$ cat src/logic/video_pkg.sv
// Video geometry and pixel types for the scroll layer
// Map entry layout and graphics ROM word layout
`default_nettype none

package video_pkg;

    typedef logic [8:0]  coord_t;     // Screen or plane position, plane wraps at 512
    typedef logic [9:0]  tile_id_t;
    typedef logic [3:0]  pal_t;       // Palette bank
    typedef logic [3:0]  color_t;     // Pixel color within a bank
    typedef logic [7:0]  pal_idx_t;   // {bank, color}
    typedef logic [11:0] rgb_t;       // 4 bits per channel

    // {vflip, hflip, bank, tile id}
    typedef logic [15:0] map_entry_t;
    typedef logic [9:0]  map_addr_t;  // {tile row, tile column}
    typedef logic [15:0] rom_addr_t;  // {tile id, row in tile, quarter of row}
    typedef logic [15:0] rom_word_t;  // One nibble per plane, plane 3 on top

    // Map entry fields
    localparam int PAL_LSB   = 10;
    localparam int HFLIP_BIT = 14;
    localparam int VFLIP_BIT = 15;

endpackage

`default_nettype wire

$ cat src/logic/palette_ram.sv
// Palette memory, 256 entries of 12-bit RGB
// Final output register with matching sync delay
`timescale 1ns/1ns
`default_nettype none

module palette_ram (
    input  wire                      clk,
    input  wire                      pal_we,
    input  wire video_pkg::pal_idx_t pal_waddr,
    input  wire video_pkg::rgb_t     pal_wdata,
    input  wire video_pkg::pal_idx_t pal_raddr,
    input  wire                      de_in,
    input  wire                      hsync_in,
    input  wire                      vsync_in,
    output video_pkg::rgb_t          rgb,
    output logic                     de,
    output logic                     hsync,
    output logic                     vsync
);

    video_pkg::rgb_t mem [0:255];   // 16 banks of 16 colors

    always_ff @(posedge clk) begin
        if (pal_we) begin
            mem[pal_waddr] <= pal_wdata;
        end
        rgb   <= mem[pal_raddr];   // Cycle 5
        de    <= de_in;
        hsync <= hsync_in;
        vsync <= vsync_in;
    end

endmodule

`default_nettype wire

$ cat config.mk
export PLATFORM = sky130hd
export DESIGN_NAME = palette_ram
export DESIGN_NICKNAME = d
export VERILOG_FILES = /design/src/logic/video_pkg.sv /design/src/logic/palette_ram.sv
export SDC_FILE = /design/constraint.sdc
export NUM_CORES = 2
export LEC_CHECK = 0
export BUFFER_PORTS_ARGS = -buffer_cell sky130_fd_sc_hd__buf_2
export CORE_ASPECT_RATIO = 0.9
export CORE_MARGIN = 1
export CORE_UTILIZATION = 40
export CTS_BUF_LIST = sky130_fd_sc_hd__clkbuf_8
export DETAILED_ROUTE_END_ITERATION = 10
export PLACE_DENSITY = 0.55
export SLEW_MARGIN = 40
export SYNTH_ARGS = -nofsm -noshare
export SYNTH_HDL_FRONTEND = slang
export SYNTH_SLANG_ARGS = --single-unit
$ cat constraint.sdc
create_clock -name clk -period 2.5 [get_ports clk]
set_input_delay 0.125 -clock clk [delete_from_list [all_inputs] [get_ports clk]]
set_output_delay 0.125 -clock clk [all_outputs]
set_load 0.03 [all_outputs]
==> impl_metrics.env <==
export IMPL_rsz0062_at_grt="false"
export IMPL_crit_chain="mux4_2 -> a22o_1 -> a221oi_1 -> o21ai_0 -> nor3_1 -> buf_4 -> nor4_2"
export IMPL_vias=62300
export IMPL_fin_nets=6701
export IMPL_status="complete, no violations"
export IMPL_portBuffers=47
export IMPL_finClkSkew_ns=0.0811
export IMPL_slew_violations=0
export IMPL_cts_setup_buffers=0
export IMPL_p_sw_mw=23.5
export IMPL_grt_pass1_vias=62300
export IMPL_track_usage_pct=22.3
export IMPL_initial_core_util_pct=40.3
export IMPL_clock_sinks=3087
export IMPL_layout_commonest_cell="edfxtp_1"
export IMPL_drt_total_wl_um=336000
export IMPL_ys_flop_type="edfxtp_1"
export IMPL_crit_type="reg2reg"
export IMPL_finalHoldViolations=0
export IMPL_cp_num_buf_inv=1
export IMPL_power_mw=102
export IMPL_drtAntennaViolNets=0
export IMPL_p_leak_nw=45.5
export IMPL_synth_cell_types=61
export IMPL_drive_gt1_share_pct=32.2
export IMPL_mappedNetlistArea_um2=119000
export IMPL_p_int_mw=78.5
export IMPL_power_density_nw_per_um2=731
export IMPL_switching_share_pct=23.0
export IMPL_hpwl_um=214000
export IMPL_yosysWarnings=0
export IMPL_grt_max_degree=105
export IMPL_ir_worst_vdd_v=0.000490
export IMPL_clock_path_buffers=4
export IMPL_drc=0
export IMPL_overflow=0
export IMPL_cts_clk_slew_worst_paths_ns=0.06
export IMPL_min_path_type="in2reg"
export IMPL_most_common_layout_cells="edfxtp_1, buf_4, mux4_2, clkbuf_8, nor2_1"
export IMPL_viasPerCell=5.68
export IMPL_start_kind="register"
export IMPL_seq_area_frac_synth_pct=78.0
export IMPL_numCtsBuffers=486
export IMPL_worst_slew_pin_slew_ns=0.927
export IMPL_io_pins=48
export IMPL_slew_headroom_pct=38.2
export IMPL_setup_violations=0
export IMPL_cp_required_ns=3.45
export IMPL_max_stage_delay_ns=0.53
export IMPL_period_minus_slack_ns=2.43
export IMPL_die_h_um=519
export IMPL_synth_edf_count=3072
export IMPL_insertion_delay_ns=1.07
export IMPL_worst_path_max_fanout=1
export IMPL_cts_root_buf="clkbuf_8"
export IMPL_ys_ff_latch=3087
export IMPL_firstDrtPassIters=6
export IMPL_cp_slowest_cell="mux4_2"
export IMPL_coreArea_um2=295000
export IMPL_wl_per_cell_um=30.7
export IMPL_utilization_pct=47.3
export IMPL_period_share_pct=97.2
export IMPL_drv_cap=0
export IMPL_clock_fmax_mhz=411
export IMPL_cts_tree="built"
export IMPL_die_w_um=576
export IMPL_grt_pass1_wl_um=472000
export IMPL_seqPwrFrac_pct=56.1
export IMPL_cpLargestDelayFamily="compound AO/OA/AOI/OAI gates"
export IMPL_die_area_um2=299000
export IMPL_power_frac_comb_pct=6.3
export IMPL_arrival_ns=3.38
export IMPL_gp_congestion=0.837
export IMPL_synthCells=5509
export IMPL_clockPowerShare_pct=37.6
export IMPL_htreeDepth=5
export IMPL_avgSynthCellArea_um2=21.5
export IMPL_endpoint_kind="register"
export IMPL_syn2layout_area_growth_pct=17.5
export IMPL_synthArstFlopShare_pct=0
export IMPL_antenna_found_initial=34
export IMPL_synth_fp_nets=5542
export IMPL_first_iter_violations=7861
export IMPL_rows=189
## per-layer routing
metal / vias to the layer above / part of all wire [%] / global-route usage (%)
met1: 33300 / 43 / 32.6
li1: 25700 / - / -
met4: 2 / 2.7 / 6.38
met2: 2809 / 46 / 33.8
met5: - / 0.0039 / 0
met3: 472 / 8.7 / 4.45
## final timing paths
path	startpoint	end	slack (ns)	cells after the start
max reg2reg	mem[19][8]$_DFFE_PP_	rgb[8]$_DFF_P_	0.07	7
min reg2reg	mem[251][7]$_DFFE_PP_	rgb[7]$_DFF_P_	1.12	6
min	pal_wdata[8]	mem[13][8]$_DFFE_PP_	0.09	2
max	mem[19][8]$_DFFE_PP_	rgb[8]$_DFF_P_	0.07	7
## cell usage after synthesis (all sizes together), types with 15 or more instances
cell | instances | area [um2]
nand2 | 45 | 169
mux4 | 636 | 14300
edfxtp | 3072 | 92200
o21ai | 35 | 175
a31oi | 16 | 100
o221ai | 55 | 494
dfxtp | 15 | 300
a21oi | 121 | 606
o22ai | 88 | 551
nand3 | 32 | 160
nor4 | 37 | 250
nor2 | 302 | 1130
nor2b | 37 | 231
mux2i | 223 | 2230
a221oi | 20 | 181
a211oi | 20 | 150
buf | 185 | 1590
a22o | 19 | 166
mux2 | 35 | 394
a22oi | 215 | 1610
clkbuf | 153 | 574
nor3 | 33 | 165
## worst reg2reg max path: stages, from the launching register on
cell and delay, ns:
edfxtp_1 0.37, mux4_2 0.53, a22o_1 0.23, a221oi_1 0.19, o21ai_0 0.22, nor3_1 0.51, buf_4 0.21, nor4_2 0.04
## cell families after synthesis
logic type | share of synthesized area, %
flops | 78.0
mux | 14.3
compound gates | 3.74
simple gates | 2.17
buf+inv | 1.83
## power groups by stage
stage	combinational, mW	clock (mW)	sequential, mW
after floorplan	2.73	0	58.3
after CTS	6.47	39.2	57.2
after global placement	6.30	0	58.3
after detailed placement	6.38	0	58.3
after global routing	6.72	41.3	57.2
final	6.44	38.3	57.2
## area by class of cell
type / instances / area, um2
antenna: 19 / 47.5
clock buffer: 502 / 6910
clock inverter: 353 / 1590
fill: 24500 / 155000
inverter: 3 / 11.3
multi-input combinational: 2081 / 24200
sequential: 3087 / 92500
tap: 3915 / 4900
timing repair buffer: 1009 / 9220
## timing repair
item | 4_1_cts | 5_1_grt
pin swaps | 2 | 0
endpoints found under the hold margin | 4016 | 0
hold buffers | 32 | 0
endpoints found under the setup margin | 7 | 4
gates resized for setup | 14 | 5
## stage by stage
| stage | setup TNS, ns | hold WS (ns) | setup slack (ns) | cell area (um2) | std cells |
|---|---|---|---|---|---|
| floorplan | 0 | 0.153 | 0.384 | 119000 | 5509 |
| global placement | -10.57 | 0.227 | -1.49 | 130000 | 10100 |
| detailed placement | -8.62 | 0.229 | -1.10 | 130000 | 10100 |
| CTS | 0 | 0.00536 | 0.00140 | 139000 | 11000 |
| global route | 0 | 0.0613 | 0.0187 | 139000 | 11000 |
| finish | 0 | 0.0886 | 0.0694 | 139000 | 11000 |
## registers in the layout (all words and copies together), names as in the netlist
name   cells
mem     3072
rgb       12
de         1
hsync      1
vsync      1
(Power assumes the default switching activity.)
