### src/logic/video_pkg.sv
// Video geometry and pixel types for the scroll layer
// Map entry layout and graphics ROM word layout
`default_nettype none

package video_pkg;

    typedef logic [8:0]  coord_t;     // Screen or plane position, plane wraps at 512
    typedef logic [9:0]  tile_id_t;
    typedef logic [3:0]  pal_t;       // Palette bank
    typedef logic [3:0]  color_t;     // Pixel color within a bank
    typedef logic [7:0]  pal_idx_t;   // {bank, color}
    typedef logic [11:0] rgb_t;       // 4 bits per channel

    // {vflip, hflip, bank, tile id}
    typedef logic [15:0] map_entry_t;
    typedef logic [9:0]  map_addr_t;  // {tile row, tile column}
    typedef logic [15:0] rom_addr_t;  // {tile id, row in tile, quarter of row}
    typedef logic [15:0] rom_word_t;  // One nibble per plane, plane 3 on top

    // Map entry fields
    localparam int PAL_LSB   = 10;
    localparam int HFLIP_BIT = 14;
    localparam int VFLIP_BIT = 15;

endpackage

`default_nettype wire

### src/logic/axi_pkg.sv
// AXI4-Lite bus types and response codes
// Register address map of the scroll layer
`default_nettype none

package axi_pkg;

    typedef logic [15:0] axi_addr_t;  // Byte address
    typedef logic [31:0] axi_data_t;
    typedef logic [1:0]  axi_resp_t;

    localparam axi_resp_t RESP_OKAY   = 2'd0;
    localparam axi_resp_t RESP_SLVERR = 2'd2;
    localparam axi_resp_t RESP_DECERR = 2'd3;

    localparam axi_addr_t REG_CTRL     = 16'h0000; // Bit 0 enables the layer
    localparam axi_addr_t REG_SCROLL_X = 16'h0004; // 9 bits
    localparam axi_addr_t REG_SCROLL_Y = 16'h0008; // 9 bits

    // Write-only memory windows, end addresses exclusive
    localparam axi_addr_t MAP_BASE = 16'h1000; // 1024 words, data 15..0
    localparam axi_addr_t MAP_END  = 16'h2000;
    localparam axi_addr_t PAL_BASE = 16'h2000; // 256 words, data 11..0
    localparam axi_addr_t PAL_END  = 16'h2400;

endpackage

`default_nettype wire

### src/logic/cpu_regs.sv
// AXI4-Lite slave for the scroll layer
// Control and scroll registers, write ports into tile map and palette
`timescale 1ns/1ns
`default_nettype none

module cpu_regs (
    input  wire                     clk,
    input  wire                     rst,
    input  wire axi_pkg::axi_addr_t awaddr,
    input  wire                     awvalid,
    output logic                    awready,
    input  wire axi_pkg::axi_data_t wdata,
    input  wire                     wvalid,
    output logic                    wready,
    output axi_pkg::axi_resp_t      bresp,
    output logic                    bvalid,
    input  wire                     bready,
    input  wire axi_pkg::axi_addr_t araddr,
    input  wire                     arvalid,
    output logic                    arready,
    output axi_pkg::axi_data_t      rdata,
    output axi_pkg::axi_resp_t      rresp,
    output logic                    rvalid,
    input  wire                     rready,
    output logic                    layer_on,
    output video_pkg::coord_t       scroll_x,
    output video_pkg::coord_t       scroll_y,
    output logic                    map_we,
    output video_pkg::map_addr_t    map_waddr,
    output video_pkg::map_entry_t   map_wdata,
    output logic                    pal_we,
    output video_pkg::pal_idx_t     pal_waddr,
    output video_pkg::rgb_t         pal_wdata
);

    typedef enum logic {W_IDLE, W_RESP} write_state_t;
    typedef enum logic {R_IDLE, R_DATA} read_state_t;

    write_state_t w_state;
    read_state_t  r_state;
    logic         wr_go;    // Write accepted this cycle
    logic         rd_go;    // Read accepted this cycle
    logic         wr_map;
    logic         wr_pal;

    function automatic logic in_range(axi_pkg::axi_addr_t a, axi_pkg::axi_addr_t lo,
                                      axi_pkg::axi_addr_t hi);
        return (a >= lo) && (a < hi);
    endfunction

    function automatic logic is_reg(axi_pkg::axi_addr_t a);
        return (a == axi_pkg::REG_CTRL) || (a == axi_pkg::REG_SCROLL_X) ||
               (a == axi_pkg::REG_SCROLL_Y);
    endfunction

    // Address and data taken together, only with no response pending
    assign wr_go   = (w_state == W_IDLE) && awvalid && wvalid;
    assign awready = wr_go;
    assign wready  = wr_go;
    assign bvalid  = (w_state == W_RESP);
    assign rd_go   = (r_state == R_IDLE) && arvalid;
    assign arready = (r_state == R_IDLE);
    assign rvalid  = (r_state == R_DATA);

    assign wr_map = in_range(awaddr, axi_pkg::MAP_BASE, axi_pkg::MAP_END);
    assign wr_pal = in_range(awaddr, axi_pkg::PAL_BASE, axi_pkg::PAL_END);

    // Memory writes pulse on the acceptance cycle, word addressed
    assign map_we    = wr_go && wr_map;
    assign map_waddr = awaddr[11:2];
    assign map_wdata = wdata[15:0];
    assign pal_we    = wr_go && wr_pal;
    assign pal_waddr = awaddr[9:2];
    assign pal_wdata = wdata[11:0];

    always_ff @(posedge clk) begin
        if (rst) begin
            w_state  <= W_IDLE;
            layer_on <= 1'b0;
            scroll_x <= '0;
            scroll_y <= '0;
        end else if (wr_go) begin
            w_state <= W_RESP;
            case (awaddr)
                axi_pkg::REG_CTRL:     layer_on <= wdata[0];
                axi_pkg::REG_SCROLL_X: scroll_x <= wdata[8:0];
                axi_pkg::REG_SCROLL_Y: scroll_y <= wdata[8:0];
                default: ;                               // Map, palette or unmapped
            endcase
        end else if (bvalid && bready) begin
            w_state <= W_IDLE;
        end
    end

    always_ff @(posedge clk) begin
        if (rst) begin
            r_state <= R_IDLE;
        end else if (rd_go) begin
            r_state <= R_DATA;
        end else if (rvalid && rready) begin
            r_state <= R_IDLE;
        end
    end

    // Response payload, held while the response waits
    always_ff @(posedge clk) begin
        if (wr_go) begin
            bresp <= (is_reg(awaddr) || wr_map || wr_pal) ? axi_pkg::RESP_OKAY
                                                          : axi_pkg::RESP_DECERR;
        end
        if (rd_go) begin
            rdata <= '0;
            rresp <= axi_pkg::RESP_DECERR;
            case (araddr)
                axi_pkg::REG_CTRL: begin
                    rdata <= axi_pkg::axi_data_t'(layer_on);
                    rresp <= axi_pkg::RESP_OKAY;
                end
                axi_pkg::REG_SCROLL_X: begin
                    rdata <= axi_pkg::axi_data_t'(scroll_x);
                    rresp <= axi_pkg::RESP_OKAY;
                end
                axi_pkg::REG_SCROLL_Y: begin
                    rdata <= axi_pkg::axi_data_t'(scroll_y);
                    rresp <= axi_pkg::RESP_OKAY;
                end
                default: begin
                    // Map and palette cannot be read back
                    if (in_range(araddr, axi_pkg::MAP_BASE, axi_pkg::PAL_END)) begin
                        rresp <= axi_pkg::RESP_SLVERR;
                    end
                end
            endcase
        end
    end

    // Responses hold, unchanged, until taken
    a_bvalid_hold: assert property (@(posedge clk) disable iff (rst)
        bvalid && !bready |=> bvalid && $stable(bresp));
    a_rvalid_hold: assert property (@(posedge clk) disable iff (rst)
        rvalid && !rready |=> rvalid && $stable(rdata) && $stable(rresp));

endmodule

`default_nettype wire

### config.mk
export PLATFORM = sky130hd
export DESIGN_NAME = cpu_regs
export DESIGN_NICKNAME = d
export VERILOG_FILES = /design/src/logic/video_pkg.sv /design/src/logic/axi_pkg.sv /design/src/logic/cpu_regs.sv
export SDC_FILE = /design/constraint.sdc
export NUM_CORES = 1
export LEC_CHECK = 0
export BUFFER_PORTS_ARGS = -buffer_cell sky130_fd_sc_hd__buf_4
export CORE_MARGIN = 2
export CORE_UTILIZATION = 40
export CTS_BUF_LIST = sky130_fd_sc_hd__clkbuf_2 sky130_fd_sc_hd__clkbuf_4 sky130_fd_sc_hd__clkbuf_8
export DETAILED_ROUTE_END_ITERATION = 7
export MAX_ROUTING_LAYER = met4
export PLACE_DENSITY_LB_ADDON = 0.08
export SYNTH_ARGS = -nofsm -noshare
export SYNTH_HDL_FRONTEND = slang
export SYNTH_SLANG_ARGS = --single-unit
### constraint.sdc
create_clock -name clk -period 4.7 [get_ports clk]
set_input_delay 0.47 -clock clk [delete_from_list [all_inputs] [get_ports clk]]
set_output_delay 0.47 -clock clk [all_outputs]
set_load 0.1 [all_outputs]
==> out/results.md <==
| Metric | Reported | Unit |
|---|---|---|
| Worst Path Required | 4.23 | ns |
| Measured slew at the worst slew-check pin | 0.810 | ns |
| H-tree levels | 2 | - |
| Mean cell area of the mapped netlist | 8.92 | sq um |
| Cell with the largest stage delay on the worst path | sky130_fd_sc_hd__or4_4 | - |
| Post-layout util | 52.3 | % |
| Reg clk slew, reported paths | 0.06 | ns |
| Number of clock buffers inserted by TritonCTS | 5 | - |
| Crit path max-delay family | simple AND/OR/NAND/NOR gates | - |
| Final routed DRC violation total | 0 | - |
| Root Buffer Master | sky130_fd_sc_hd__clkbuf_8 | - |
| Port Buf Inserts | 122 | - |
| Residual antenna-violating net count after detailed routing | 0 | - |
| Leading post-synthesis cells by cell area | sky130_fd_sc_hd__buf_4 (26%), sky130_fd_sc_hd__dfxtp_1 (20%), sky130_fd_sc_hd__edfxtp_1 (17%) | - |
| Most used flip-flop cell after synthesis | sky130_fd_sc_hd__dfxtp_1 | - |
| Pin count of the biggest net entering global routing | 22 | - |
| Clock sink count | 33 | - |
| DR iter-0 viols | 66 | - |
| Fin. Hold Viols | 0 | - |
| First-pass iteration count of the detailed router | 4 | - |
| Number of distinct library cells after synthesis | 33 | - |
| Leakage power of the design | 1.14 | nW |
| Area growth from synthesis to layout | 27.7 | % |
| Final wirelength | 4.92 | mm |
| Worst setup slack for register-to-register paths | 2.94 | ns |
| Layout Skew | 0.00674 | ns |
| Die extent in y | 76.1 | microns |
| Buffers from clock root to sink, at most | 2 | - |
| Filler Cells Inserted | 525 | - |
| Detailed-route via count | 1,739 | - |
| Post-CTS setup buffers | 0 | - |
| Max incr delay on CP | 0.58 | ns |
| Synthesis-stage register bit count | 33 | - |
| TritonCTS clock tree | yes | - |
| Wire length per cell after detailed routing | 13.2 | microns |
| Number of cells produced by synthesis | 233 | - |
| Wire length of the first global-routing pass | 7.63 | mm |
| Total power divided by cell area | 328 | nW/um^2 |
| Starting density of the core | 41.0 | % |
| Flip-flop and latch area | 781 | sq um |
| Max-slew violation count | 0 | - |
| Worst rel slew slack | 45.9 | % |
| Largest area contributor in the netlist | sky130_fd_sc_hd__buf_4 | - |
| Peak VDD IR | 153 | uV |
| Critical Path Source Type | input port | - |
| CP Buf/Inv Count | 2 | - |
| Vias in the first global route | 1,525 | - |
| Core ar. | 5070 | sq um |
| Post-DP HPWL | 3.74 | mm |
| Worst Setup Path Type | in2out | - |
| Max cap viols | 0 | - |
| Yosys top cell area share | 25.6 | % |
| Most prevalent standard cell on the critical path | sky130_fd_sc_hd__buf_4 | - |
| CP max FO | 6 | - |
| Number of failing setup endpoints in the final timing report | 0 | - |
| Die area | 5790 | sq um |
| Number of synthesized flops with an enable pin | 12 | - |
| Critical path endpoint category | output port | - |
| Highest Clock Rate | 0.437 | GHz |
| Area used by multi-input combinational logic | 769 | sq um |
| Netlist Area Pre-Place | 2080 | sq um |
| I/O pins | 179 | - |
| Total Nets Final | 372 | - |
| Global-route usage over all layers | 16.7 | % |
| Sequential element share of the synthesized area | 37.5 | % |
| Critical-path cell list | buf_4 -> or4_4 -> nor2_1 -> and3_1 -> buf_4 | - |
| Count of instances resized after the clock tree is built | 0 | - |
| Total gr overflow | 0 | - |
| Final period utilization | 48.7 | % |
| Data arrival, critical path | 1.82 | ns |
| Hold Crit Class | in2reg | - |
| Standard-cell row count | 26 | - |
| Asr flop ratio synth | 0 | % |
| Initial antenna violation count | 0 | - |
| Drt via density | 4.67 | - |
| Die Wd | 76.1 | microns |
| Final min period | 2.29 | ns |
| RePlAce Congestion | 0.773 | - |
| Total inserted antenna cells | 0 | - |
| Synth warn | 0 | - |
| Hold buffer count at CTS | 0 | - |
| Result of the run | complete, no violations | - |
| Worst-Skew Late Latency | 0.28 | ns |
| Proportion of layout cells with a drive suffix above 1 | 46.0 | % |
| Total Negative Setup Slacks | 0 | ns |
| RSZ-0062 raised after global routing | no | - |
-- Yosys cell counts (4+ instances only) --
cell	instances
sky130_fd_sc_hd__a21oi_1	22
sky130_fd_sc_hd__nor2_1	14
sky130_fd_sc_hd__o21ai_1	16
sky130_fd_sc_hd__nand3_1	9
sky130_fd_sc_hd__a22oi_1	8
sky130_fd_sc_hd__clkbuf_1	8
sky130_fd_sc_hd__buf_4	71
sky130_fd_sc_hd__nand4_1	11
sky130_fd_sc_hd__edfxtp_1	12
sky130_fd_sc_hd__dfxtp_1	21
sky130_fd_sc_hd__nor2b_1	4
sky130_fd_sc_hd__nor3_1	4
-- logic make-up (layout without fill, tap and decap cells) --
logic type | Yosys count | count (layout) | share of synthesized area [%]
DFF | 33 | 33 | 37.5
other | 1 | 23 | 0.180
and+or+nand+nor | 58 | 58 | 17.0
buffers and inverters | 86 | 133 | 29.4
AOI/OAI and AO/OA | 53 | 53 | 14.9
muxes | 2 | 2 | 0.963
-- routing by layer --
metal	GRT usage (%)	part of all wire, %	routed length, microns
met5	-	0	0
met4	6.00	1.5	73
met3	4.38	7.1	348
met2	25.6	49	2400
met1	21.5	43	2100
-- metrics by stage --
step | setup slack, ns | total power [W] | cells | hold slack [ns] | area (sq um)
after detailed placement | 2.24 | 0.000663 | 364 | 0.477 | 2560
after global routing | 2.32 | 0.000894 | 372 | 0.387 | 2660
final | 2.41 | 0.000872 | 372 | 0.374 | 2660
after floorplan | 1.48 | 0.000665 | 255 | 0.548 | 2160
after CTS | 2.41 | 0.000876 | 372 | 0.370 | 2660
after global placement | 2.29 | 0.000663 | 364 | 0.473 | 2560
-- layout by cell type (no fill, tap or decap), types with 2 or more instances in the layout --
| cell type | instances |
|---|---|
| sky130_fd_sc_hd__a21oi_1 | 22 |
| sky130_fd_sc_hd__a22oi_1 | 8 |
| sky130_fd_sc_hd__and3_1 | 2 |
| sky130_fd_sc_hd__buf_4 | 122 |
| sky130_fd_sc_hd__clkbuf_8 | 6 |
| sky130_fd_sc_hd__conb_1 | 23 |
| sky130_fd_sc_hd__dfxtp_1 | 21 |
| sky130_fd_sc_hd__edfxtp_1 | 12 |
| sky130_fd_sc_hd__inv_1 | 3 |
| sky130_fd_sc_hd__mux2i_1 | 2 |
| sky130_fd_sc_hd__nand2b_1 | 2 |
| sky130_fd_sc_hd__nand3_1 | 9 |
| sky130_fd_sc_hd__nand4_1 | 11 |
| sky130_fd_sc_hd__nor2_1 | 14 |
| sky130_fd_sc_hd__nor2b_1 | 4 |
| sky130_fd_sc_hd__nor3_1 | 4 |
| sky130_fd_sc_hd__nor4_1 | 3 |
| sky130_fd_sc_hd__o21ai_1 | 16 |
| sky130_fd_sc_hd__o21ai_2 | 2 |
| sky130_fd_sc_hd__o31a_1 | 2 |
| sky130_fd_sc_hd__or4_4 | 2 |
-- area by class of cell --
class                           instances  area share (%)
Clock buffer                            6            3.11
Clock inverter                          2           0.330
Inverter                                3           0.424
Multi-Input combinational cell        136            29.0
Sequential cell                        33            29.4
Tap cell                               70            3.30
Timing Repair Buffer                  122            34.5
-- registers in the layout, summed over array words and instances, names as in the netlist --
signal    flops
rdata         9
scroll_x      9
scroll_y      9
rresp         2
bresp         1
bvalid        1
layer_on      1
rvalid        1
-- report_power, final --
part	total, W	switching, W	leakage, nW	internal, W
clock network	0.000216	0.000100	0.0486	0.000116
logic	0.000352	0.000292	0.810	0.0000600
registers	0.000304	0.00000224	0.282	0.000302
-- path summary, 6_finish.rpt --
kind | start | to | cells past startpoint
min reg2reg | scroll_x[7] | scroll_x[7] | 2
min | rready | rvalid | 2
max | awaddr[11] | pal_we | 5
max reg2reg | bvalid | scroll_x[3] | 4
-- worst register-to-register path, cell delays in order, from the launching register on --
cell and delay, ns:
sky130_fd_sc_hd__dfxtp_1 0.32, sky130_fd_sc_hd__nand3b_1 0.37, sky130_fd_sc_hd__nor4_4 0.68, sky130_fd_sc_hd__nand3_1 0.15, sky130_fd_sc_hd__a21oi_1 0.17
Power figures use the tool's default switching activity.
