[src/logic/video_pkg.sv]
// Video geometry and pixel types for the scroll layer
// Map entry layout and graphics ROM word layout
`default_nettype none

package video_pkg;

    typedef logic [8:0]  coord_t;     // Screen or plane position, plane wraps at 512
    typedef logic [9:0]  tile_id_t;
    typedef logic [3:0]  pal_t;       // Palette bank
    typedef logic [3:0]  color_t;     // Pixel color within a bank
    typedef logic [7:0]  pal_idx_t;   // {bank, color}
    typedef logic [11:0] rgb_t;       // 4 bits per channel

    // {vflip, hflip, bank, tile id}
    typedef logic [15:0] map_entry_t;
    typedef logic [9:0]  map_addr_t;  // {tile row, tile column}
    typedef logic [15:0] rom_addr_t;  // {tile id, row in tile, quarter of row}
    typedef logic [15:0] rom_word_t;  // One nibble per plane, plane 3 on top

    // Map entry fields
    localparam int PAL_LSB   = 10;
    localparam int HFLIP_BIT = 14;
    localparam int VFLIP_BIT = 15;

endpackage

`default_nettype wire

[src/logic/scan_counter.sv]
// Raster counters with sync and display enable
// Scroll and layer enable latched once per frame
`timescale 1ns/1ns
`default_nettype none

module scan_counter #(
    parameter int H_ACTIVE = 256,
    parameter int H_TOTAL  = 320,
    parameter int V_ACTIVE = 224,
    parameter int V_TOTAL  = 262
) (
    input  wire                    clk,
    input  wire                    rst,
    input  wire                    layer_on,
    input  wire video_pkg::coord_t scroll_x,
    input  wire video_pkg::coord_t scroll_y,
    output video_pkg::map_addr_t   map_raddr,
    output logic [3:0]             sx_lo,    // Column inside the tile
    output logic [3:0]             sy_lo,    // Row inside the tile
    output logic                   line_on,
    output logic                   de,
    output logic                   hsync,
    output logic                   vsync
);

    localparam video_pkg::coord_t H_LAST   = video_pkg::coord_t'(H_TOTAL - 1);
    localparam video_pkg::coord_t V_LAST   = video_pkg::coord_t'(V_TOTAL - 1);
    localparam video_pkg::coord_t H_DE     = video_pkg::coord_t'(H_ACTIVE);
    localparam video_pkg::coord_t V_DE     = video_pkg::coord_t'(V_ACTIVE);
    localparam video_pkg::coord_t HS_FIRST = video_pkg::coord_t'(H_ACTIVE + 8);
    localparam video_pkg::coord_t HS_LAST  = video_pkg::coord_t'(H_ACTIVE + 16);
    localparam video_pkg::coord_t VS_LINE  = video_pkg::coord_t'(V_ACTIVE + 2);

    video_pkg::coord_t h;         // Count state, cycle 0 of the pipeline
    video_pkg::coord_t v;
    video_pkg::coord_t sx_lat;    // Scroll in use for this frame
    video_pkg::coord_t sy_lat;
    logic              on_lat;
    video_pkg::coord_t px;        // Position on the 512x512 plane
    video_pkg::coord_t py;
    logic              frame_end;

    assign frame_end = (h == H_LAST) && (v == V_LAST);
    assign px        = h + sx_lat;   // Wraps modulo 512
    assign py        = v + sy_lat;
    assign map_raddr = {py[8:4], px[8:4]};  // Map RAM registers it

    always_ff @(posedge clk) begin
        if (rst) begin
            h      <= '0;
            v      <= '0;
            sx_lat <= '0;
            sy_lat <= '0;
            on_lat <= 1'b0;
        end else begin
            h <= (h == H_LAST) ? '0 : h + 1'b1;
            if (h == H_LAST) begin
                v <= (v == V_LAST) ? '0 : v + 1'b1;
            end
            if (frame_end) begin   // New values from the next frame's first pixel
                sx_lat <= scroll_x;
                sy_lat <= scroll_y;
                on_lat <= layer_on;
            end
        end
    end

    // Side band registered to line up with the map entry
    always_ff @(posedge clk) begin
        if (rst) begin
            line_on <= 1'b0;
            de      <= 1'b0;
            hsync   <= 1'b0;
            vsync   <= 1'b0;
        end else begin
            line_on <= on_lat;
            de      <= (h < H_DE) && (v < V_DE);
            hsync   <= (h >= HS_FIRST) && (h <= HS_LAST);  // 9 pixels wide
            vsync   <= (v == VS_LINE);
        end
        sx_lo <= px[3:0];
        sy_lo <= py[3:0];
    end

    a_h_range: assert property (@(posedge clk) disable iff (rst) h <= H_LAST);

endmodule

`default_nettype wire

[config.mk]
export PLATFORM = sky130hd
export DESIGN_NAME = scan_counter
export DESIGN_NICKNAME = d
export VERILOG_FILES = /design/src/logic/video_pkg.sv /design/src/logic/scan_counter.sv
export SDC_FILE = /design/constraint.sdc
export NUM_CORES = 1
export LEC_CHECK = 0
export BUFFER_PORTS_ARGS = -buffer_cell sky130_fd_sc_hd__buf_4
export CELL_PAD_IN_SITES_DETAIL_PLACEMENT = 1
export CELL_PAD_IN_SITES_GLOBAL_PLACEMENT = 2
export CORE_UTILIZATION = 36
export DETAILED_ROUTE_END_ITERATION = 8
export GPL_ROUTABILITY_DRIVEN = 1
export PLACE_DENSITY = 0.94
export SLEW_MARGIN = 20
export SYNTH_ARGS = -nofsm -noshare
export SYNTH_HDL_FRONTEND = slang
export SYNTH_SLANG_ARGS = --single-unit
export TNS_END_PERCENT = 20
[constraint.sdc]
create_clock -name clk -period 4.2 [get_ports clk]
set_input_delay 0.21 -clock clk [delete_from_list [all_inputs] [get_ports clk]]
set_output_delay 0.21 -clock clk [all_outputs]
set_load 0.05 [all_outputs]
==> results.md, run 1 <==
- Max Cap Viol: 0
- P&R area growth vs syn: 16.1%
- DR vias: 2065
- Total global-route track usage: between 15 and 20%
- Post-synth EDFFs: 0
- Routed WL per cell: approximately 15 um
- Fillers: roughly 820
- Setup bufs post-CTS: 0
- Fmax: 313 MHz
- Final period util: 76.2%
- Sequence of cells on the critical path: ha_1, fa_1, a21o_1, a2111oi_0, o21bai_1, a21oi_1, xnor2_1, buf_4
- Initial antenna violation count: 0
- Clock buffer depth: 2
- Worst flop-to-flop path startpoint: h[8]
- Register area share after synthesis: 39.0%
- Reg2reg end: sy_lat[4]
- Largest net degree at the start of global routing: 42
- Crit-path slowest cell: a2111oi_0
- Status: complete, no violations
- Post-Route WL: 5900 um
- GRT Residual Overflow: 0
- Endpoint class of the critical path: output port
- Share of layout cells above drive strength 1: 17.9%
- Post-CTS sizing: 0
- Crit-path max cell delay: 0.78 ns
- Worst vdd ir: 0.000106 V
- Synth unique cells: 39
- RSZ-0062 raised after global routing: no
- Setup CP Type: reg -> out
- CP Launch Type: flip-flop
- Fin crit period: 3.20 ns
- Die H: 85.6 um
- Clk_skew: slightly above 0.008 ns
- Commonest non-fill, non-tap cells in the layout: dfxtp_1, nand2_1, buf_4, a21oi_1, ha_1
- Worst hold start: scroll_x[7]
- Global-route wire length before repair: 9890 um
- Die X: 85.6 um
- R2r setup slk: 2.02 ns
- CTS Hold Bufs: 0
- Leak: 0.00125 uW
- Power Dens Cells: about 280 mW/mm2
- Final #Nets: 361
- Asr flop ratio synth: 0%
- Final Hold Fails: 0
- Reg clk slew, reported paths: 0.10 ns
- H-tree depth: 2
- Final setup violation count: 0
- Routability Congestion: about 0.84
- Fin util: about 43%
- Port bufs: 42
- Worst slew margin: 38.9%
- Cell Rows: 30
- Worst skew pair latency: roughly 0.31 ns
- Starting Density: 37.2%
- Pre-Repair DR Iteration Count: 4
- Post-Syn Area: 0.00252 mm2
- Post-route ant nets: 0
- Syn nets: 331
- WP data required: 3.99 ns
- Commonest non-fill, non-tap cell in the layout: dfxtp_1
- Core Box Area: about 0.0068 mm2
- Antenna Cells: 0
- Hold Path Class: in -> reg
- WHS Path Cells: 3
- Root buf cell: clkbuf_8
- #FFs+latches synth: between 40 and 50
- Vias per inst: 5.19
- Synth Warn #: 0
- Initial drt markers: around 100
- Post-DP HPWL: 4300 um
- CTS tree: built
- Die area: about 0.0073 mm2
- CTS Buf Count: 5
- Fin Setup TNS: 0 ns
- Crit path max fanout: 7
- Cells after Synth: 287
- DRC Markers: 0
- Final Max Slew Viols: 0
- Worst Hold Endpoint: sx_lat[7]
- Slew @ Worst Pin: 0.893 ns
- CTS Sinks: 49
- WP data arrival: 2.99 ns
- Reg2Reg Depth: 6
- I/O pins: 43
- Ys flop type: dfxtp_1
- Vias in the first global route: between 2k and 2.5k
- Syn avg cell area: around 9 um2
[synth_stat cells, types with 2 or more instances]
master / number / area, um2
nor3_1: 13 / 65.1
xnor2_1: 13 / 114
clkbuf_1: 7 / 26.3
nor4_1: 3 / 18.8
nor2_1: 11 / 41.3
o21ai_0: 3 / 15.0
fa_1: 2 / 40.0
nand4_1: 2 / 12.5
ha_1: 21 / 263
a21oi_1: 29 / 145
o21bai_1: 4 / 30.0
o211ai_1: 2 / 15.0
xor2_1: 14 / 123
a21o_1: 2 / 15.0
nor2b_1: 3 / 18.8
nand2_1: 47 / 176
inv_1: 9 / 33.8
dfxtp_1: 49 / 981
nor3b_1: 2 / 15.0
buf_4: 10 / 75.1
buf_2: 4 / 20.0
and4b_1: 2 / 20.0
o41ai_1: 2 / 17.5
and3_1: 8 / 50.1
a2111oi_0: 2 / 17.5
and2_1: 3 / 18.8
nand3_1: 8 / 40.0
[metrics by stage]
step	cell area (um2)	total power [uW]	hold WS, ns	setup slack [ns]	cells
5_1_grt	2920	856	0.132	0.756	398
3_3_place_gp	2830	531	0.446	1.46	390
2_1_floorplan	2520	508	0.346	1.70	287
3_5_place_dp	2830	532	0.452	1.31	390
6_report	2920	820	0.138	1.00	398
4_1_cts	2920	835	0.130	0.946	398
[critical path, delay by kind of cell (launching register included)]
family          cells  cell delay [ns]
flops               1             0.38
buf+inv             1             0.22
compound gates      4             1.30
xor+xnor            1             0.14
fa+ha+maj           2             0.65
[worst max path at each step]
stage | startpoint | to | slack, ns | cells after the start
finish | v[0] | map_raddr[9] | 1.00 | 8
global route | v[0] | map_raddr[9] | 0.76 | 8
CTS | v[0] | map_raddr[9] | 0.95 | 8
detailed placement | v[0] | map_raddr[9] | 1.31 | 8
global placement | h[0] | map_raddr[4] | 1.46 | 8
floorplan | v[0] | map_raddr[9] | 1.70 | 8
[cells by family (layout without fill, tap and decap cells)]
group | count (synthesis) | after routing | share of synthesized area, %
compound gates | 48 | 48 | 11.5
xor+xnor | 27 | 27 | 9.40
fa+ha+maj | 23 | 23 | 12.0
simple gates | 110 | 110 | 21.9
flops | 49 | 49 | 39.0
buf+inv | 30 | 61 | 6.17
[sequential cells by signal, summed over array words and instances (netlist names)]
register and cells:
de 1, h 9, hsync 1, line_on 1, on_lat 1, sx_lat 9, sx_lo 4, sy_lat 9
sy_lo 4, v 9, vsync 1
[metal layers]
| layer | GRT usage, % | vias to the layer above | wire [um] |
|---|---|---|---|
| li1 | - | 1036 | - |
| met1 | 22.1 | 986 | 2750 |
| met2 | 30.0 | 37 | 2890 |
| met3 | 2.89 | 6 | 183 |
| met4 | 5.45 | 0 | 75 |
| met5 | 0 | - | 0 |
[report_power, final]
part / internal, uW / switching, uW / leakage [uW]
sequential: 470 / 4.67 / 0.000396
clock: 134 / 165 / 0.0000512
combinational: 20.3 / 26.5 / 0.000802
[area by class of cell]
class	instances	area [um2]	share of cell area [%]
multi-input combinational	208	1380	47.2
clock inverter	2	13.8	0.471
clock buffer	6	82.6	2.83
inverter	9	33.8	1.16
tap	80	100	3.43
sequential	49	981	33.6
timing repair buffer	44	330	11.3
Note: power is estimated with default switching activity, not from simulation.
==> run 2, diff against run 1 <==
CORE_UTILIZATION = 33   (was 36)
PLACE_DENSITY = 0.88   (was 0.94)
clock period = 3.3 ns   (was 4.2 ns; I/O delays follow)
==> run 2 against run 1 <==
Compared with the run above:
- final cell count up 5.0%
- highest routed layer unchanged
- largest cell class unchanged
- total power is 24% higher
- final area increased by 0.69%
- critical path type unchanged
- first-iteration DRC count decreased by 28%
- register-to-register slack lost 1.0 ns
- critical path depth unchanged
==> results.md, run 2 (same netlist as run 1, synthesis figures left out) <==
- Slew @ Worst Pin: 0.665 ns (was 0.893 ns)
- Commonest non-fill, non-tap cells in the layout: dfxtp_1, nand2_1, buf_4, a21oi_1, ha_1 (unchanged)
- CP Launch Type: flip-flop (unchanged)
- CTS Sinks: 49 (unchanged)
- Root buf cell: clkbuf_8 (unchanged)
- Clk_skew: 0.0189 ns (was 0.00821 ns)
- Clock buffer depth: 2 (unchanged)
- Status: complete, no violations (unchanged)
- CTS Buf Count: 5 (unchanged)
- Reg clk slew, reported paths: 0.10 ns (about the same)
- RSZ-0062 raised after global routing: no (unchanged)
- CTS tree: built (unchanged)
- Routed WL per cell: 13.7 um (was 14.8 um)
- Post-route ant nets: 0 (unchanged)
- I/O pins: 43 (unchanged)
- Routability Congestion: 0.737 (was 0.837)
- Hold Path Class: in -> reg (unchanged)
- Final Max Slew Viols: 0 (unchanged)
- Worst vdd ir: 0.000127 V (was 0.000106 V)
- Pre-Repair DR Iteration Count: 4 (unchanged)
- Post-Route WL: 5710 um (was 5900 um)
- Initial antenna violation count: 0 (unchanged)
- Global-route wire length before repair: 9530 um (was 9890 um)
- Reg2Reg Depth: 8 (was 6)
- Fin crit period: 2.97 ns
- Core Box Area: 0.00733 mm2 (was 0.00676 mm2)
- H-tree depth: 2 (unchanged)
- Final #Nets: 362 (was 361)
- Initial drt markers: 75 (was 104)
- R2r setup slk: 1.01 ns (was 2.02 ns)
- Fin area: 0.00294 mm2 (was 0.00292 mm2)
- Commonest non-fill, non-tap cell in the layout: dfxtp_1 (unchanged)
- Worst hold slack: 0.0963 ns (was 0.138 ns)
- Dpl cell area: 0.00286 mm2 (was 0.00283 mm2)
- Final non-filler cell total: 418 (was 398)
- Die H: 89.3 um (was 85.6 um)
- Starting Density: 34.3% (was 37.2%)
- Worst flop-to-flop path startpoint: h[1] (was h[8])
- Total global-route track usage: 15.5% (was 17.3%)
- Fin Setup TNS: 0 ns (unchanged)
- Final setup violation count: 0 (unchanged)
- DR vias: 2060 (was 2065)
- Setup CP Type: reg -> out (unchanged)
- Crit path max fanout: 5 (was 7)
- Worst slew margin: 54.5% (was 38.9%)
- Antenna Cells: 0 (unchanged)
- Worst skew pair latency: 0.31 ns (about the same)
- Endpoint class of the critical path: output port (unchanged)
- Placed insts: 410 (was 390)
- Final Hold Fails: 0 (unchanged)
- Fmax: 336 MHz
- GRT Residual Overflow: 0 (unchanged)
- Cell Rows: 31 (was 30)
- Power Dens Cells: 344 mW/mm2 (was 281 mW/mm2)
- WP data arrival: 2.81 ns (was 2.99 ns)
- Worst Hold Endpoint: sx_lat[4] (was sx_lat[7])
- Die area: 0.00798 mm2 (was 0.00733 mm2)
- Worst hold start: scroll_x[4] (was scroll_x[7])
- Reg2reg end: sx_lat[2] (was sy_lat[4])
- DRC Markers: 0 (unchanged)
- WP data required: 3.13 ns (was 3.99 ns)
- Final period util: around 90%
- Die X: 89.3 um (was 85.6 um)
- Port bufs: 42 (unchanged)
- Share of layout cells above drive strength 1: 17.6% (was 17.9%)
- Vias per inst: 4.93 (was 5.19)
- Leak: 0.00124 uW (was 0.00125 uW)
- Setup bufs post-CTS: 0 (unchanged)
- Post-DP HPWL: 4220 um (was 4300 um)
- Vias in the first global route: 2046 (was 2062)
- Fin util: 40.1% (was 43.2%)
- WHS Path Cells: 3 (unchanged)
- Largest net degree at the start of global routing: 42 (unchanged)
- P&R area growth vs syn: 16.9% (was 16.1%)
- Max Cap Viol: 0 (unchanged)
run 2: critical path, cell delays in order, from the launching register on:
cell and delay [ns]:
dfxtp_1 0.36, ha_1 0.24, fa_1 0.41, a21o_1 0.23
a2111oi_1 0.60, o21bai_1 0.12, a21oi_1 0.19, xnor2_1 0.15
buf_4 0.23
run 2: timing repair:
item | CTS | global route
gates resized for setup | 0 | 1
hold buffers | 0 | 0
endpoints found under the setup margin | 0 | 1
run 2: layer usage:
layer	up-vias	wire, um	global-route usage [%]
met4	0	70	4.76
met1	985	2780	20.4
met2	27	2730	26.4
met3	7	129	2.03
met5	-	0	0
li1	1041	-	-
run 2: per-stage QoR:
step / power [uW] / worst slack, ns
2_1_floorplan: 647 / 0.846
3_3_place_gp: 676 / 0.617
3_5_place_dp: 677 / 0.511
4_1_cts: 1030 / 0.153
5_1_grt: 1060 / 0.0311
6_report: 1010 / 0.325
run 2: worst max path at each step:
| stage | startpoint | to | slack (ns) |
|---|---|---|---|
| floorplan | v[0] | map_raddr[9] | 0.85 |
| global placement | h[0] | map_raddr[4] | 0.62 |
| detailed placement | h[0] | map_raddr[4] | 0.51 |
| CTS | h[0] | map_raddr[4] | 0.15 |
| global route | v[0] | map_raddr[9] | 0.03 |
| finish | h[0] | map_raddr[4] | 0.33 |
run 2: layout make-up:
class / count / area [um2]
fill: 886 / 4390
multi-input combinational: 208 / 1380
sequential: 49 / 981
timing repair buffer: 45 / 338
tap: 99 / 124
clock buffer: 7 / 76.3
inverter: 9 / 33.8
clock inverter: 1 / 7.51
run 2: where the power goes:
group | switching (uW) | internal [uW] | total, uW
clock | 200 | 151 | 350
sequential | 6.17 | 598 | 604
combinational | 32.9 | 25.5 | 58.4
total | 239 | 774 | 1010
