==> src/logic/video_pkg.sv <==
// Video geometry and pixel types for the scroll layer
// Map entry layout and graphics ROM word layout
`default_nettype none

package video_pkg;

    typedef logic [8:0]  coord_t;     // Screen or plane position, plane wraps at 512
    typedef logic [9:0]  tile_id_t;
    typedef logic [3:0]  pal_t;       // Palette bank
    typedef logic [3:0]  color_t;     // Pixel color within a bank
    typedef logic [7:0]  pal_idx_t;   // {bank, color}
    typedef logic [11:0] rgb_t;       // 4 bits per channel

    // {vflip, hflip, bank, tile id}
    typedef logic [15:0] map_entry_t;
    typedef logic [9:0]  map_addr_t;  // {tile row, tile column}
    typedef logic [15:0] rom_addr_t;  // {tile id, row in tile, quarter of row}
    typedef logic [15:0] rom_word_t;  // One nibble per plane, plane 3 on top

    // Map entry fields
    localparam int PAL_LSB   = 10;
    localparam int HFLIP_BIT = 14;
    localparam int VFLIP_BIT = 15;

endpackage

`default_nettype wire

==> src/logic/tile_pixel.sv <==
// Pixel select from the graphics ROM word
// Palette index forming, forced to the last entry with the layer off
`timescale 1ns/1ns
`default_nettype none

module tile_pixel (
    input  wire                       clk,
    input  wire video_pkg::rom_word_t rom_data,
    input  wire video_pkg::pal_t      pal,
    input  wire [1:0]                 px_sel,
    input  wire                       line_on,
    input  wire                       de,
    input  wire                       hsync,
    input  wire                       vsync,
    output video_pkg::pal_idx_t       pal_raddr,
    output logic                      de_d,
    output logic                      hsync_d,
    output logic                      vsync_d
);

    video_pkg::pal_t    pal_q;    // Side band aligned with rom_data, cycle 3
    logic [1:0]         sel_q;
    logic               on_q;
    logic               de_q;
    logic               hsync_q;
    logic               vsync_q;
    video_pkg::color_t  color;

    always_ff @(posedge clk) begin
        pal_q   <= pal;
        sel_q   <= px_sel;
        on_q    <= line_on;
        de_q    <= de;
        hsync_q <= hsync;
        vsync_q <= vsync;
    end

    // Nibble bit 3 is the leftmost pixel, so bit index is 3 - sel
    assign color = {rom_data[{2'd3, ~sel_q}], rom_data[{2'd2, ~sel_q}],
                    rom_data[{2'd1, ~sel_q}], rom_data[{2'd0, ~sel_q}]};

    always_ff @(posedge clk) begin
        pal_raddr <= on_q ? {pal_q, color} : 8'hFF;   // Cycle 4
        de_d      <= de_q;
        hsync_d   <= hsync_q;
        vsync_d   <= vsync_q;
    end

endmodule

`default_nettype wire

==> config.mk <==
export PLATFORM = sky130hd
export DESIGN_NAME = tile_pixel
export DESIGN_NICKNAME = d
export VERILOG_FILES = /design/src/logic/video_pkg.sv /design/src/logic/tile_pixel.sv
export SDC_FILE = /design/constraint.sdc
export NUM_CORES = 1
export LEC_CHECK = 0
export ABC_CLOCK_PERIOD_IN_PS = 1600
export BUFFER_PORTS_ARGS = -buffer_cell sky130_fd_sc_hd__clkbuf_2
export CAP_MARGIN = 20
export CORE_MARGIN = 2
export CORE_UTILIZATION = 38
export DETAILED_ROUTE_END_ITERATION = 10
export GPL_TIMING_DRIVEN = 0
export PLACE_DENSITY = 0.74
export SLEW_MARGIN = 10
export SYNTH_ARGS = -nofsm -noshare
export SYNTH_HDL_FRONTEND = slang
export SYNTH_SLANG_ARGS = --single-unit
==> constraint.sdc <==
create_clock -name clk -period 1.6 [get_ports clk]
set_clock_uncertainty 0.1 [all_clocks]
set_input_delay 0.32 -clock clk [delete_from_list [all_inputs] [get_ports clk]]
set_output_delay 0.32 -clock clk [all_outputs]
set_load 0.01 [all_outputs]
==> results by group, run 1 <==
Floorplanning
  • Die area: between 0.0015 and 0.002 sq mm
  • Initial Util: 0.396
  • Rows: 14
  • DIE WIDTH: between 40 and 50 microns
  • Core ar.: between 0.001 and 0.0015 sq mm
  • Die Y: around 43 microns
  • # IOs: 38

Critical path
  • CP endpoint kind: flop
  • Worst Path Max Fanout: 4
  • Data required, critical path: about 1700 ps
  • Worst EP arrival: approximately 1500 ps
  • CP startpoint kind: flop
  • Slowest-stage cell, CP: mux4_1
  • FF-to-FF path depth: 2
  • Worst Setup SP: sel_q[0]$_DFF_P_
  • CP Class: flop to flop
  • Worst R2R Setup Slack: approximately 200 ps
  • Critical Path Max Stage Delay: 580 ps
  • Reg2reg start: sel_q[0]$_DFF_P_
  • Worst-path cell chain: mux4_1, nand2b_1

Synth
  • Top_reg_cell synth: dfxtp_1
  • Synth unique cells: 3
  • Post-synthesis async set-or-reset flop share: 0
  • Commonest cells post-synth: dfxtp_1, nand2b_1, mux4_1
  • Synth area leaders: dfxtp_1, mux4_1, nand2b_1
  • Syn Nets: 60
  • Synth warnings: 0
  • Syn Area/Cell: around 17 sq um
  • Post-Syn Instances: 33
  • Synthesized area: around 580 sq um
  • Seq cells post-synth: 21
  • Synth top area share: 0.730
  • Sequential-to-total area share from yosys stat: 0.730
  • Most instantiated library cell after synthesis: dfxtp_1
  • Number of synthesized flops with an enable pin: 0
  • Largest area contributor in the netlist: dfxtp_1

Layout
  • Layout area overhead: 50.9%
  • FF+latch area: ~420 sq um
  • Fill cells: 119
  • Fin util: 0.597
  • Antenna Cells: 0
  • Share of cells above drive strength 1: 0.513
  • Area of the multi-input gates: between 150 and 200 sq um
  • Fin nets: ~110
  • Design area: between 800 and 900 sq um

Timing
  • Crit share post-route: 0.873
  • Final hold violation count: 0
  • Unrepaired setup endpoints after global routing: no
  • Setup violators final: 0
  • Fin Setup TNS: 0 ps
  • Worst Tran Pin Value: approximately 270 ps
  • Final Critical Period: approximately 1400 ps
  • Max Freq: between 700 and 800 MHz
  • Final hold slack: roughly 16 ps
  • Slew headroom: 0.817
  • Final max-slew violation count: 0

Clock network
  • TritonCTS clock tree: done
  • Num CTS Buffers: 3
  • Clk Tree Root Cell: clkbuf_4
  • Max Root-Sink Buffers: 2
  • H-tree depth: 1
  • Clk_lat worst skew: approximately 300 ps
  • Clk slew on worst S/H paths: 110 ps
  • Total clock sinks: 21

Global routing
  • All-layer global routing usage: 0.133
  • Total congestion overflow: 0
  • Initial antenna violation count: 0
  • Global-route wire length before repair: between 1500 and 2000 microns
  • Vias in the first global route: around 390
  • Largest net degree at the start of global routing: 13

Routing
  • Via count: 420
  • DRT iter0 DRCs: 1
  • Routed vias/inst: about 4.4
  • Detailed Route WL: 1130 microns
  • DRT Pass-1 Iters: 4
  • Routed Antenna Nets: 0
  • Post-route DRC: 0
  • WL/cell: about 12 microns

Power
  • P per Cell Area: ~1000 mW/mm^2
  • Pleak: around 0.00043 uW
  • Worst vdd ir: a little under 0.0006 V

Min path
  • Worst min-delay path class: primary input to flop
  • Hold Crit Depth: 1
  • HP Start: hsync

Placed design
  • Placed standard-cell area: between 700 and 800 sq um
  • RD Place Congestion: roughly 0.74
  • PortBufs: 37

Run status
  • Status: complete, no violations

Run
  • Total of max-cap violations: 0
cell usage in the layout (no fill, tap or decap), drive strengths merged:
cell / instances
mux4: 4
clkinv: 1
dlygate4sd3: 6
dfxtp: 21
clkbuf: 40
nand2b: 8
logic make-up after synthesis:
kind of cell	share of synthesized area
simple gates	0.0870
flops	0.730
mux	0.183
where the power goes:
group          internal, uW  switching (uW)  leakage (uW)
sequential              553            13.0      0.000177
clock                  93.1             151     0.0000177
combinational          63.5            29.6      0.000237
what timing repair did:
item	CTS	global route
endpoints found under the hold margin	0	6
gates resized for setup	0	0
hold buffers	0	6
setup buffers	0	0
critical path, delay by kind of cell, from the launching register on:
kind | cells | cell delay [ps]
DFF | 1 | 450
muxes | 1 | 580
and+or+nand+nor | 1 | 160
layout make-up:
| type | count | area share |
|---|---|---|
| Clock buffer | 3 | 0.0259 |
| Clock inverter | 1 | 0.00576 |
| Multi-Input combinational cell | 12 | 0.179 |
| Sequential cell | 21 | 0.484 |
| Tap cell | 16 | 0.0231 |
| Timing Repair Buffer | 43 | 0.282 |
registers in the layout, summed over array words and instances, names as in the netlist:
signal     cells
hsync_d        1
de_d           1
on_q           1
vsync_q        1
de_q           1
pal_raddr      8
pal_q          4
hsync_q        1
vsync_d        1
sel_q          2
per-stage QoR:
stage / worst slack, ps / power [uW] / cells
floorplan: 322 / 609 / 33
CTS: 201 / 906 / 90
detailed placement: 220 / 661 / 86
finish: 203 / 904 / 96
global placement: 265 / 657 / 86
global route: 177 / 953 / 96
path summary, 6_finish.rpt:
check / endpoint
max: pal_raddr[1]$_SDFF_PN1_
min: hsync_q$_DFF_P_
max reg2reg: pal_raddr[1]$_SDFF_PN1_
min reg2reg: vsync_d$_DFF_P_
metal layers:
layer  global-route usage  up-vias  part of all wire
li1                     -      208                 -
met1                0.133      174              0.37
met2                0.212       36              0.48
met3               0.0894        2              0.14
met4               0.0563        0            0.0097
met5                    0        -                 0
Note: power is estimated with default switching activity, not from simulation.
==> run 2, diff against run 1 <==
--- a/config.mk
+++ b/config.mk
@@ -5,14 +5,15 @@
 export SDC_FILE = /design/constraint.sdc
 export NUM_CORES = 1
 export LEC_CHECK = 0
-export ABC_CLOCK_PERIOD_IN_PS = 1600
+export ABC_CLOCK_PERIOD_IN_PS = 1200
 export BUFFER_PORTS_ARGS = -buffer_cell sky130_fd_sc_hd__clkbuf_2
 export CAP_MARGIN = 20
 export CORE_MARGIN = 2
-export CORE_UTILIZATION = 38
+export CORE_UTILIZATION = 34
 export DETAILED_ROUTE_END_ITERATION = 10
 export GPL_TIMING_DRIVEN = 0
-export PLACE_DENSITY = 0.74
+export PLACE_DENSITY = 0.7
+export RECOVER_POWER = 100
 export SLEW_MARGIN = 10
 export SYNTH_ARGS = -nofsm -noshare
 export SYNTH_HDL_FRONTEND = slang
==> constraint.sdc (replaced) <==
create_clock -name clk -period 1.2 [get_ports clk]
set_clock_uncertainty 0.1 [all_clocks]
set_input_delay 0.24 -clock clk [delete_from_list [all_inputs] [get_ports clk]]
set_output_delay 0.24 -clock clk [all_outputs]
set_load 0.01 [all_outputs]
==> results by group, run 2 (synthesis gave the netlist of run 1 again) <==
Timing
  • Final hold violation count: 0 (unchanged)
  • Final max-slew violation count: 0 (unchanged)
  • Crit share post-route: 1.04 (+0.163)
  • Post-route setup slack: -43.7 ps (-246 ps)
  • Slew headroom: 0.746 (-0.0704)
  • Unrepaired setup endpoints after global routing: yes
  • Final Critical Period: 1240 ps (-154 ps)
  • Max Freq: 804 MHz (+12%)
  • Worst Tran Pin Value: 380 ps (+105 ps)
  • Setup violators final: 4 (+4)
  • Fin Setup TNS: -153 ps (-153 ps)

Global routing
  • Total congestion overflow: 0 (unchanged)
  • Global-route wire length before repair: 1610 microns (-1.7%)
  • All-layer global routing usage: 0.113 (-0.0193)
  • Largest net degree at the start of global routing: 12 (-1)
  • Vias in the first global route: 385 (-1.5%)
  • Initial antenna violation count: 0 (unchanged)

Routing
  • Post-route DRC: 0 (unchanged)
  • WL/cell: 10.6 microns (-11%)
  • Detailed Route WL: 1060 microns (-6.8%)
  • DRT iter0 DRCs: 1 (unchanged)
  • DRT Pass-1 Iters: 2 (-2)
  • Routed vias/inst: 4.05 (-7.4%)
  • Routed Antenna Nets: 0 (unchanged)
  • Via count: 405 (-3.6%)

Clock network
  • Num CTS Buffers: 3 (unchanged)
  • TritonCTS clock tree: done
  • Clk Tree Root Cell: clkbuf_4
  • Max Root-Sink Buffers: 2 (unchanged)
  • Clk_lat worst skew: 280 ps (-20 ps)
  • Clk slew on worst S/H paths: 110 ps (about the same)
  • H-tree depth: 1 (unchanged)
  • Total clock sinks: 21 (unchanged)
  • Post-CTS setup buffers: 0 (unchanged)

Run status
  • Failing checks: negative setup slack
  • Status: finished, violations left

Power
  • Pleak: 0.000410 uW (-4.9%)
  • P per Cell Area: 1340 mW/mm^2 (+29%)
  • Worst vdd ir: 0.000772 V (+30%)

Critical path
  • CP endpoint kind: flop
  • CP Class: flop to flop
  • Data required, critical path: 1270 ps (-420 ps)
  • Worst R2R Setup Slack: -40 ps (-250 ps)
  • Worst EP arrival: 1310 ps (-180 ps)
  • CP startpoint kind: flop
  • Worst Path Max Fanout: 4 (unchanged)

Placed design
  • RD Place Congestion: 0.765 (+3.1%)
  • PortBufs: 37 (unchanged)

Layout
  • Most frequent cells in the layout: clkbuf_2, dfxtp_1, clkbuf_1, dlygate4sd3_1, nand2b_1
  • Fill cells: 136 (+14%)
  • Max FFs per register: 8 (unchanged)
  • Commonest non-fill, non-tap cell in the layout: clkbuf_2
  • Fin util: 0.582 (-0.0153)
  • Biggest regs: pal_raddr (8), pal_q (4), sel_q (2)
  • Top reg by flops: pal_raddr
  • Share of cells above drive strength 1: 0.429 (-0.0839)
  • Fin nets: 112 (+3.7%)
  • Antenna Cells: 0 (unchanged)
  • Layout area overhead: 55.9%

Floorplanning
  • Core ar.: 0.00154 sq mm (+6.0%)
  • Initial Util: 0.373 (-0.0225)
  • Die area: 0.00204 sq mm (+11%)
  • # IOs: 38 (unchanged)
  • Die Y: 45.1 microns (+5.2%)
  • DIE WIDTH: 45.1 microns (+5.2%)
  • Rows: 14 (unchanged)

Run
  • Total of max-cap violations: 0 (unchanged)

Min path
  • Worst min-delay path class: flop to flop
## run 2: layer usage
layer	up-vias	track usage	routed length [microns]	part of all wire
met3	2	0.0360	128	0.12
met5	-	0	0	0
met1	158	0.129	467	0.44
met4	0	0.0529	8	0.0076
li1	214	-	-	-
met2	31	0.191	453	0.43
## run 2: where the power goes
| part | total (uW) | internal [uW] | leakage, uW | switching [uW] |
|---|---|---|---|---|
| Sequential | 755 | 737 | 0.000177 | 17.9 |
| Clock | 313 | 129 | 0.0000150 | 184 |
| Combinational | 138 | 95.6 | 0.000218 | 42.1 |
| Total | 1210 | 961 | 0.000410 | 244 |
## run 2: cell type report
type | count | area (sq um) | area share
clock buffers | 4 | 26.3 | 0.0293
multi-input cells | 12 | 155 | 0.173
flip-flops and latches | 21 | 424 | 0.473
well taps | 16 | 20.0 | 0.0223
repair buffers | 47 | 272 | 0.303
## run 2: path summary, 6_finish.rpt
check | startpoint | end | cells past startpoint
hold reg to reg | vsync_q$_DFF_P_ | vsync_d$_DFF_P_ | 0
setup / recovery | sel_q[0]$_DFF_P_ | pal_raddr[0]$_SDFF_PN1_ | 2
hold / removal | vsync_q$_DFF_P_ | vsync_d$_DFF_P_ | 0
setup reg to reg | sel_q[0]$_DFF_P_ | pal_raddr[0]$_SDFF_PN1_ | 2
## run 2: timing repair
item | in CTS | in global routing
hold buffers | 10 | 0
gates cloned | 0 | 0
resized for setup | 7 | 0
pin swaps | 0 | 0
setup endpoints to repair | 4 | 4
endpoints found under the hold margin | 10 | 0
## run 2: per-stage QoR
step	setup slack, ps	area (sq um)	std cells	power, uW	hold WS [ps]
finish	-43.7	897	100	1210	237
global route	-92.8	897	100	1260	245
CTS	-43.2	911	100	1220	239
detailed placement	-79.4	782	86	878	213
global placement	-79.6	782	86	876	212
floorplan	-28.3	577	33	812	168
## run 2: critical path, cell delays in order, from the launching register on
cell and delay [ps]:
dfxtp_4 400, mux4_2 480, nand2b_1 150
==> run 3, diff against run 2 <==
--- a/config.mk
+++ b/config.mk
@@ -5,14 +5,15 @@
 export SDC_FILE = /design/constraint.sdc
 export NUM_CORES = 1
 export LEC_CHECK = 0
-export ABC_CLOCK_PERIOD_IN_PS = 1200
+export ABC_CLOCK_PERIOD_IN_PS = 1300
 export BUFFER_PORTS_ARGS = -buffer_cell sky130_fd_sc_hd__clkbuf_2
 export CAP_MARGIN = 20
 export CORE_MARGIN = 2
-export CORE_UTILIZATION = 34
+export CORE_UTILIZATION = 38
 export DETAILED_ROUTE_END_ITERATION = 10
+export GPL_ROUTABILITY_DRIVEN = 0
 export GPL_TIMING_DRIVEN = 0
-export PLACE_DENSITY = 0.7
+export PLACE_DENSITY = 0.74
 export RECOVER_POWER = 100
 export SLEW_MARGIN = 10
 export SYNTH_ARGS = -nofsm -noshare
==> constraint.sdc (replaced) <==
create_clock -name clk -period 1.3 [get_ports clk]
set_clock_uncertainty 0.1 [all_clocks]
set_input_delay 0.26 -clock clk [delete_from_list [all_inputs] [get_ports clk]]
set_output_delay 0.26 -clock clk [all_outputs]
set_load 0.01 [all_outputs]
==> results by group, run 3 (synthesis gave the netlist of run 1 again) <==
Routing
  • Via count: 438 (+8.1%)
  • Detailed Route WL: 1190 microns (+13%)
  • Post-route DRC: 0 (unchanged)
  • DRT iter0 DRCs: 4 (+3)
  • WL/cell: 11.9 microns (+13%)
  • Routed Antenna Nets: 0 (unchanged)
  • DRT Pass-1 Iters: 2 (unchanged)
  • Routed vias/inst: 4.38 (+8.1%)

Layout
  • Biggest regs: pal_raddr (8), pal_q (4), sel_q (2)
  • Fin nets: 112 (unchanged)
  • Layout area overhead: 55.2%
  • Max FFs per register: 8 (unchanged)
  • Most frequent cells in the layout: clkbuf_2, dfxtp_1, clkbuf_1, dlygate4sd3_1, nand2b_1
  • Design area: 893 sq um (-0.42%)
  • Share of cells above drive strength 1: 0.369 (-0.0595)
  • Fill cells: 124 (-8.8%)
  • Top reg by flops: pal_raddr
  • Commonest non-fill, non-tap cell in the layout: clkbuf_2
  • FF+latch area: 424 sq um (unchanged)
  • Antenna Cells: 0 (unchanged)
  • Area of the multi-input gates: 151 sq um (-2.4%)

Floorplanning
  • Core ar.: 0.00145 sq mm (-5.7%)
  • Initial Util: 0.396 (+0.0225)
  • Die area: 0.00184 sq mm (-9.6%)
  • DIE WIDTH: 42.9 microns (-4.9%)
  • Die Y: 42.9 microns (-4.9%)
  • # IOs: 38 (unchanged)
  • Rows: 14 (unchanged)

Critical path
  • Worst Path Max Fanout: 4 (unchanged)
  • FF-to-FF path depth: 2 (unchanged)
  • CP endpoint kind: flop
  • Worst Setup SP: sel_q[0]$_DFF_P_
  • CP startpoint kind: flop
  • CP Class: flop to flop
  • Data required, critical path: 1390 ps (+120 ps)
  • Worst EP arrival: 1370 ps (+60 ps)
  • Reg2reg start: sel_q[0]$_DFF_P_

Clock network
  • Post-CTS setup buffers: 0 (unchanged)
  • H-tree depth: 1 (unchanged)
  • Max Root-Sink Buffers: 2 (unchanged)
  • Clk Tree Root Cell: clkbuf_4
  • Num CTS Buffers: 3 (unchanged)
  • TritonCTS clock tree: done
  • Clk_lat worst skew: 290 ps (about the same)
  • Total clock sinks: 21 (unchanged)
  • Clk slew on worst S/H paths: 110 ps (about the same)

Power
  • Worst vdd ir: 0.000669 V (-13%)
  • Pleak: 0.000410 uW (+0.14%)
  • P per Cell Area: 1240 mW/mm^2 (-7.4%)

Timing
  • Max Freq: 782 MHz (-2.7%)
  • Crit share post-route: 0.984 (-0.0528)
  • Post-route setup slack: 21.3 ps (+65.0 ps)
  • Slew headroom: 0.824 (+0.0777)
  • Final max-slew violation count: 0 (unchanged)
  • Final hold violation count: 0 (unchanged)
  • Worst Tran Pin Value: 263 ps (-116 ps)
  • Final Critical Period: 1280 ps (+35.0 ps)
  • Setup violators final: 0 (-4)
  • Unrepaired setup endpoints after global routing: yes

Run status
  • Status: complete, no violations

Global routing
  • Global-route wire length before repair: 1880 microns (+16%)
  • Largest net degree at the start of global routing: 13 (+1)
  • Vias in the first global route: 448 (+16%)
  • Total congestion overflow: 0 (unchanged)
  • All-layer global routing usage: 0.151 (+0.0380)
  • Initial antenna violation count: 0 (unchanged)

Run
  • Total of max-cap violations: 0 (unchanged)

Min path
  • Worst min-delay path class: flop to flop
  • Hold Crit Depth: 0 (unchanged)
  • HP Start: vsync_q$_DFF_P_

Placed design
  • Pre-CTS WS: -79.6 ps (-0.224 ps)
  • Placed standard-cell area: 781 sq um (-0.16%)
  • PortBufs: 37 (unchanged)
[run 3: changes by cell type in the layout (fill, tap and decap cells not counted), sizes merged]
cell,delta
clkbuf,-1
clkinv,+1
[run 3: worst paths after layout]
kind / to / slack (ps)
setup / recovery: pal_raddr[0]$_SDFF_PN1_ / 20
setup reg to reg: pal_raddr[0]$_SDFF_PN1_ / 20
hold reg to reg: vsync_d$_DFF_P_ / 240
hold / removal: vsync_d$_DFF_P_ / 240
[run 3: metrics by stage]
step           instances  hold slack (ps)  total power [uW]  TNS, ps  utilization
6_report             100              236              1110        0        0.614
5_1_grt              100              252              1180    -83.1        0.614
4_1_cts              100              234              1140        0        0.625
3_5_place_dp          86              212               814     -259        0.537
3_3_place_gp          86              211               809     -116        0.537
2_1_floorplan         33              188               750        0            -
[run 3: final cells by class]
type                            count  area share
Clock buffer                        3      0.0252
Clock inverter                      1     0.00560
Multi-Input combinational cell     12       0.169
Sequential cell                    21       0.475
Tap cell                           16      0.0224
Timing Repair Buffer               47       0.303
[run 3: repair_timing]
action                     in CTS  in global routing
gates resized for setup         3                  0
hold endpoints to repair       10                  0
hold buffers                   10                  0
gates cloned                    0                  0
setup endpoints to repair       4                  3
[run 3: routing by layer]
layer | GRT usage | up-vias | wire [microns]
li1 | - | 216 | -
met5 | 0 | - | 0
met4 | 0.0563 | 0 | 10
met3 | 0.0851 | 2 | 162
met2 | 0.267 | 36 | 588
met1 | 0.144 | 184 | 428
[run 3: critical path, stage by stage, from the launching register on]
cell,delay (ps)
dfxtp_4,390
mux4_1,540
nand2b_1,150
[run 3: where the power goes]
part	total, uW	internal (uW)	switching, uW
clock network	296	115	181
logic	120	80.7	39.3
registers	696	680	15.6
total	1110	875	236
